--- src/verilog/mem_sys_params.svh ---
// Geometry and timing constants for the cache and banked memory
// Word addresses only; address bit 0 must be zero on every access
`ifndef MEM_SYS_PARAMS_SVH
`define MEM_SYS_PARAMS_SVH

////////////////////////////////////////
// Address and data geometry
////////////////////////////////////////

// Byte address and data word
`define MS_ADDR_W 16
`define MS_WORD_W 16

// Tag / index / offset split of the address
`define MS_TAG_W 5
`define MS_INDEX_W 8
// Words per line, offset in address bits 2:1
`define MS_WORDS_PER_LINE 4

////////////////////////////////////////
// Memory timing
////////////////////////////////////////

// Read data appears this many cycles after the request
`define MS_MEM_LATENCY 2
// Bank occupancy per access, access cycle included
`define MS_BANK_BUSY 4

`endif
--- src/verilog/mem_sys_pkg.sv ---
// Shared types for the memory system
// Field widths follow mem_sys_params.svh
`include "mem_sys_params.svh"

package mem_sys_pkg;

   // Controller FSM states
   typedef enum logic [2:0] {
      st_idle,
      st_lookup,
      st_hit_return,
      st_evict,
      st_fill,
      st_miss_finish,
      st_miss_return
   } ctrl_state_t;

   // Address fields
   typedef logic [`MS_TAG_W-1:0] tag_t;
   typedef logic [`MS_INDEX_W-1:0] index_t;
   // Word within a line
   typedef logic [$clog2(`MS_WORDS_PER_LINE)-1:0] woff_t;

   // Data word
   typedef logic [`MS_WORD_W-1:0] word_t;

endpackage

--- src/verilog/cache_controller.sv ---
// One request at a time; addr and data_in are captured at acceptance
// Unaligned requests flag err and proceed with address bit 0 ignored
`timescale 1ns/1ps
`include "mem_sys_params.svh"

module cache_controller (
   input  logic                   clk,
   input  logic                   rst,
   input  logic [`MS_ADDR_W-1:0]  addr,
   input  mem_sys_pkg::word_t     data_in,
   input  logic                   rd,
   input  logic                   wr,
   output mem_sys_pkg::word_t     data_out,
   output logic                   done,
   output logic                   stall,
   output logic                   cache_hit,
   output logic                   err,
   output logic                   c_en,
   output logic                   c_comp,
   output logic                   c_write,
   output mem_sys_pkg::tag_t      c_tag,
   output mem_sys_pkg::index_t    c_index,
   output mem_sys_pkg::woff_t     c_woff,
   output mem_sys_pkg::word_t     c_wdata,
   output logic                   c_valid_in,
   input  mem_sys_pkg::word_t     c_rdata,
   input  logic                   c_hit,
   input  logic                   c_dirty,
   input  logic                   c_valid,
   input  mem_sys_pkg::tag_t      c_tag_out,
   output logic [`MS_ADDR_W-1:0]  m_addr,
   output mem_sys_pkg::word_t     m_wdata,
   output logic                   m_rd,
   output logic                   m_wr,
   input  mem_sys_pkg::word_t     m_rdata,
   input  logic                   m_stall
);
   import mem_sys_pkg::*;

   localparam int LAT = `MS_MEM_LATENCY;

   ctrl_state_t state;
   ctrl_state_t state_nxt;

   // Captured request
   tag_t req_tag;
   index_t req_index;
   woff_t req_woff;
   word_t req_data;
   logic req_wr;

   // Words moved so far in evict / fill issue
   logic [2:0] xfer_cnt;
   logic cnt_clr;
   logic cnt_inc;

   // Outstanding fill reads, one slot per cycle of latency
   logic [LAT-1:0] rd_vld_q;
   woff_t rd_off_q [LAT];
   logic issue;
   logic ret_vld;
   woff_t ret_off;

   logic accept;

   assign accept  = (state == st_idle) & (rd ^ wr);
   assign issue   = m_rd & ~m_stall;
   assign ret_vld = rd_vld_q[LAT-1];
   assign ret_off = rd_off_q[LAT-1];

   // Both strobes, or an odd address, while we are taking requests
   assign err = ~stall & ((rd & wr) | ((rd | wr) & addr[0]));

   ////////////////////////////////////////
   // Registers
   ////////////////////////////////////////

   always_ff @(posedge clk) begin
      if (rst) begin
         state    <= st_idle;
         stall    <= 1'b0;
         req_wr   <= 1'b0;
         xfer_cnt <= '0;
         rd_vld_q <= '0;
      end else begin
         state <= state_nxt;
         // High from the cycle after acceptance through done
         if (accept) begin
            stall <= 1'b1;
         end else if (done) begin
            stall <= 1'b0;
         end
         if (accept) begin
            req_wr <= wr;
         end
         if (cnt_clr) begin
            xfer_cnt <= '0;
         end else if (cnt_inc) begin
            xfer_cnt <= xfer_cnt + 3'd1;
         end
         rd_vld_q <= {rd_vld_q[LAT-2:0], issue};
      end
   end

   always_ff @(posedge clk) begin
      if (accept) begin
         req_tag   <= addr[`MS_ADDR_W-1 -: `MS_TAG_W];
         req_index <= addr[`MS_INDEX_W+2:3];
         req_woff  <= addr[2:1];
         req_data  <= data_in;
      end
      // Offset rides along with each fill read
      rd_off_q[0] <= xfer_cnt[1:0];
      for (int s = 1; s < LAT; s++) begin
         rd_off_q[s] <= rd_off_q[s-1];
      end
   end

   ////////////////////////////////////////
   // FSM
   ////////////////////////////////////////

   always_comb begin
      state_nxt  = state;
      cnt_clr    = 1'b0;
      cnt_inc    = 1'b0;
      done       = 1'b0;
      cache_hit  = 1'b0;
      data_out   = '0;
      c_en       = 1'b0;
      c_comp     = 1'b0;
      c_write    = 1'b0;
      c_tag      = req_tag;
      c_index    = req_index;
      c_woff     = req_woff;
      c_wdata    = req_data;
      c_valid_in = 1'b0;
      m_addr     = {req_tag, req_index, xfer_cnt[1:0], 1'b0};
      m_wdata    = c_rdata;
      m_rd       = 1'b0;
      m_wr       = 1'b0;

      case (state)
         st_idle: begin
            if (accept) begin
               state_nxt = st_lookup;
            end
         end

         // Tag compare; a write hit updates the word right here
         st_lookup: begin
            c_en    = 1'b1;
            c_comp  = 1'b1;
            cnt_clr = 1'b1;
            if (c_hit) begin
               c_write   = req_wr;
               state_nxt = st_hit_return;
            end else if (c_valid & c_dirty) begin
               state_nxt = st_evict;
            end else begin
               state_nxt = st_fill;
            end
         end

         st_hit_return: begin
            c_en      = 1'b1;
            done      = 1'b1;
            cache_hit = 1'b1;
            data_out  = c_rdata;
            state_nxt = st_idle;
         end

         // Victim words go back under the old tag
         st_evict: begin
            c_en    = 1'b1;
            c_woff  = xfer_cnt[1:0];
            m_addr  = {c_tag_out, req_index, xfer_cnt[1:0], 1'b0};
            m_wdata = c_rdata;
            m_wr    = 1'b1;
            if (!m_stall) begin
               if (xfer_cnt[1:0] == 2'd3) begin
                  cnt_clr   = 1'b1;
                  state_nxt = st_fill;
               end else begin
                  cnt_inc = 1'b1;
               end
            end
         end

         // Issue 4 reads, write each word back as it returns
         st_fill: begin
            m_rd    = ~xfer_cnt[2];
            cnt_inc = m_rd & ~m_stall;
            if (ret_vld) begin
               c_en       = 1'b1;
               c_write    = 1'b1;
               c_woff     = ret_off;
               c_wdata    = m_rdata;
               c_valid_in = 1'b1;
               // Last word of the line landed
               if (ret_off == 2'd3) begin
                  state_nxt = st_miss_finish;
               end
            end
         end

         st_miss_finish: begin
            c_en      = 1'b1;
            c_comp    = 1'b1;
            c_write   = req_wr;
            state_nxt = st_miss_return;
         end

         st_miss_return: begin
            c_en      = 1'b1;
            done      = 1'b1;
            data_out  = c_rdata;
            state_nxt = st_idle;
         end

         default: begin
            state_nxt = st_idle;
         end
      endcase
   end

   ////////////////////////////////////////
   // Checks
   ////////////////////////////////////////

   a_state_legal: assert property (@(posedge clk) disable iff (rst)
      state inside {st_idle, st_lookup, st_hit_return, st_evict,
                    st_fill, st_miss_finish, st_miss_return});

   a_done_pulse: assert property (@(posedge clk) disable iff (rst)
      done |=> !done);

   a_idle_no_stall: assert property (@(posedge clk) disable iff (rst)
      (state == st_idle) |-> !stall);

endmodule

--- config.mk ---
export PLATFORM = sky130hd
export DESIGN_NAME = cache_controller
export DESIGN_NICKNAME = d
export VERILOG_FILES = /design/src/verilog/mem_sys_pkg.sv /design/src/verilog/cache_controller.sv
export VERILOG_INCLUDE_DIRS = /design/src /design/src/verilog
export SDC_FILE = /design/constraint.sdc
export NUM_CORES = 1
export LEC_CHECK = 0
export ABC_AREA = 1
export BUFFER_PORTS_ARGS = -buffer_cell sky130_fd_sc_hd__buf_4
export CAP_MARGIN = 0
export CORE_MARGIN = 2
export CORE_UTILIZATION = 44
export DETAILED_ROUTE_END_ITERATION = 7
export GPL_ROUTABILITY_DRIVEN = 0
export PLACE_DENSITY = 0.89
export SYNTH_ARGS = -nofsm -noshare
export SYNTH_HDL_FRONTEND = slang
export SYNTH_SLANG_ARGS = --single-unit
--- constraint.sdc ---
create_clock -name clk -period 2.9 [get_ports clk]
set_input_delay 0.145 -clock clk [delete_from_list [all_inputs] [get_ports clk]]
set_output_delay 0.145 -clock clk [all_outputs]
set_load 0.005 [all_outputs]
==> reports/summary.txt <==
Global-route wire length before repair -> 9.72 mm
Grt ovf -> 0
WL/cell -> 12.7 µm
H-Tree Depth -> 2
Layout Cells excl Fill -> 482
Worst R2R Start -> state[1]$_SDFFE_PP0P_
Diodes inserted -> 0
Reg clk slew, reported paths -> 0.08 ns
Yosys reg bits -> 45
Die ar. -> 0.00579 mm²
Crit end category -> output pin
CTS Sinks -> 45
Max cap viols -> 0
Power per cell area -> 654 mW/mm²
Skew final -> 0.00734 ns
Clk_lat worst skew -> 0.28 ns
Cts-stage hold buffer count -> 0
Mean post-synth cell area -> 8.44 µm²
Tcrit/Tclk final -> 71.8%
Clock buffer depth -> 2
Area growth syn-to-layout -> 50.3%
Final worst-path setup slack -> 0.817 ns
Critical Path Source -> state[0]$_SDFFE_PP0P_
TritonCTS buffer count -> 5
Vias in the first global route -> 2,090
Antenna-violating nets left -> 0
CP arrival -> 1.94 ns
Fin crit period -> 2.08 ns
Mapped cell area -> 0.00229 mm²
Top cells by area, synth -> edfxtp_1, nand2_1, dfxtp_1
Post-synth top area share -> 40.7%
Final hold vios -> 0
Post-Syn Nets -> 351
HPWL Detailed -> 4.86 mm
Min-Delay Startpoint -> data_in[4]
# rows -> 26
Global Route Usage Sum -> 20.7%
Worst slew margin -> 65.2%
Worst-margin pin slew -> 0.522 ns
Clock root buffer -> clkbuf_8
Min-Delay Path Class -> in2reg
CTS tree -> built
Drt pass-1 iters -> 6
Pre-CTS setup slack -> 1.16 ns
Port Buffers -> 164
DRC viols -> 0
Initial core utilization -> 45.1%
Run status -> finished, final reports clean
CP Class -> reg2out
Ports -> 166
Largest net degree at the start of global routing -> 32
Post-layout nets -> 491
Leakage power -> 1.83 nW
Post-synthesis sequential area ratio -> 53.0%
Fin Setup TNS -> 0 ns
Share of cells above drive strength 1 -> 43.7%
Setup violations, final -> 0
Dpl cells -> 474
CP Data Required Time -> 2.76 ns
RSZ-0062 raised after global routing -> no
Cell count after synthesis -> 271
Yosys top cell by area -> edfxtp_1
Fmax -> 480 MHz
Final core occ -> 67.8%
Maximum VDD drop -> 0.000454 V
Via count -> 2,203
Die height -> 76.1 µm
Crit Path Max Fanout -> 20
Chip Width -> 76.1 µm
Routed vias/inst -> 4.57
Setup Buffers After CTS -> 0
Initial antenna violation count -> 0
Core box area -> 0.00507 mm²
Final WL -> 6.14 mm
Startpoint types -> flip-flop
Yosys cell types -> 21
Synth warn -> 0
Initial drt markers -> 88
Final Max Tran Viols -> 0
CTS resizes -> 0
per-stage QoR:
step           cell area [µm²]  hold slack, ns  total power, mW
2_1_floorplan             2290           0.214             1.39
3_3_place_gp              3350           0.312             1.83
3_5_place_dp              3350           0.313             1.87
4_1_cts                   3440          0.0220             2.27
5_1_grt                   3440          0.0105             2.41
6_report                  3440          0.0303             2.25
per-layer routing:
layer,global-route usage (%),part of all wire [%],up-vias
met4,5.27,1.9,0
met3,4.98,7.5,14
met1,21.3,36,982
met5,0,0,-
met2,41.4,55,123
li1,-,-,1084
cell usage after synthesis:
| library cell | n |
|---|---|
| o31ai_1 | 1 |
| nand2_1 | 87 |
| o21ai_1 | 1 |
| a21oi_1 | 10 |
| nand2_2 | 2 |
| a31oi_1 | 1 |
| buf_4 | 27 |
| edfxtp_1 | 31 |
| nor2_2 | 2 |
| nand3_1 | 7 |
| inv_1 | 37 |
| nor2_1 | 33 |
| ha_1 | 3 |
| nand4_1 | 1 |
| inv_2 | 3 |
| o21ai_0 | 4 |
| dfxtp_1 | 14 |
| buf_6 | 4 |
| nor2_4 | 1 |
| conb_1 | 1 |
| buf_12 | 1 |
cell families after synthesis:
group | count (synthesis) | share of synthesized area (%)
AND/OR/NAND/NOR | 133 | 23.1
buffers and inverters | 72 | 18.3
flip-flops | 45 | 53.0
AO/OA/AOI/OAI | 17 | 3.88
adder cells (fa/ha/maj) | 3 | 1.64
other | 1 | 0.164
worst paths after layout:
check,end,slack (ns),cells after the start
max reg2reg,state[0]$_SDFFE_PP0P_,1.39,8
max,c_wdata[15],0.82,7
min reg2reg,rd_off_q[0][2]$_DFF_P_,0.33,0
min,req_data[4]$_DFFE_PP_,0.03,1
flip-flops by register name, summed over array words and instances (netlist names):
signal	flops
c_index	8
c_tag	5
rd_off_q	4
rd_vld_q	2
req_data	16
req_woff	2
req_wr	1
stall	1
state	3
xfer_cnt	3
power by group:
part / leakage, nW / switching [mW] / internal (mW) / total [mW]
Combinational: 1.37 / 0.438 / 0.452 / 0.891
Sequential: 0.406 / 0.0867 / 0.879 / 0.966
Clock: 0.0488 / 0.199 / 0.194 / 0.393
cell type report:
cell class                      count  area (µm²)
Timing Repair Buffer              165        1240
Clock buffer                        7        86.3
Sequential cell                    45        1210
Inverter                           40         150
Fill cell                         423        1640
Multi-Input combinational cell    154         658
Clock inverter                      1        6.26
Tap cell                           70        87.6
cells in the final DEF, fill, tap and decap left out, drive strengths merged:
cell type	count
nand4	1
nand2	89
dfxtp	14
o21ai	5
a31oi	1
clkbuf	7
nor2	36
inv	41
conb	1
a21oi	10
o31ai	1
buf	165
edfxtp	31
ha	3
nand3	7
critical path, cell delays in order, from the launching register on:
cell	delay, ns
dfxtp_1	0.36
nor2_2	0.17
nand2_2	0.13
nor2_4	0.41
inv_2	0.25
nand2_1	0.12
nand2_1	0.07
buf_4	0.14
Power figures use the tool's default switching activity.
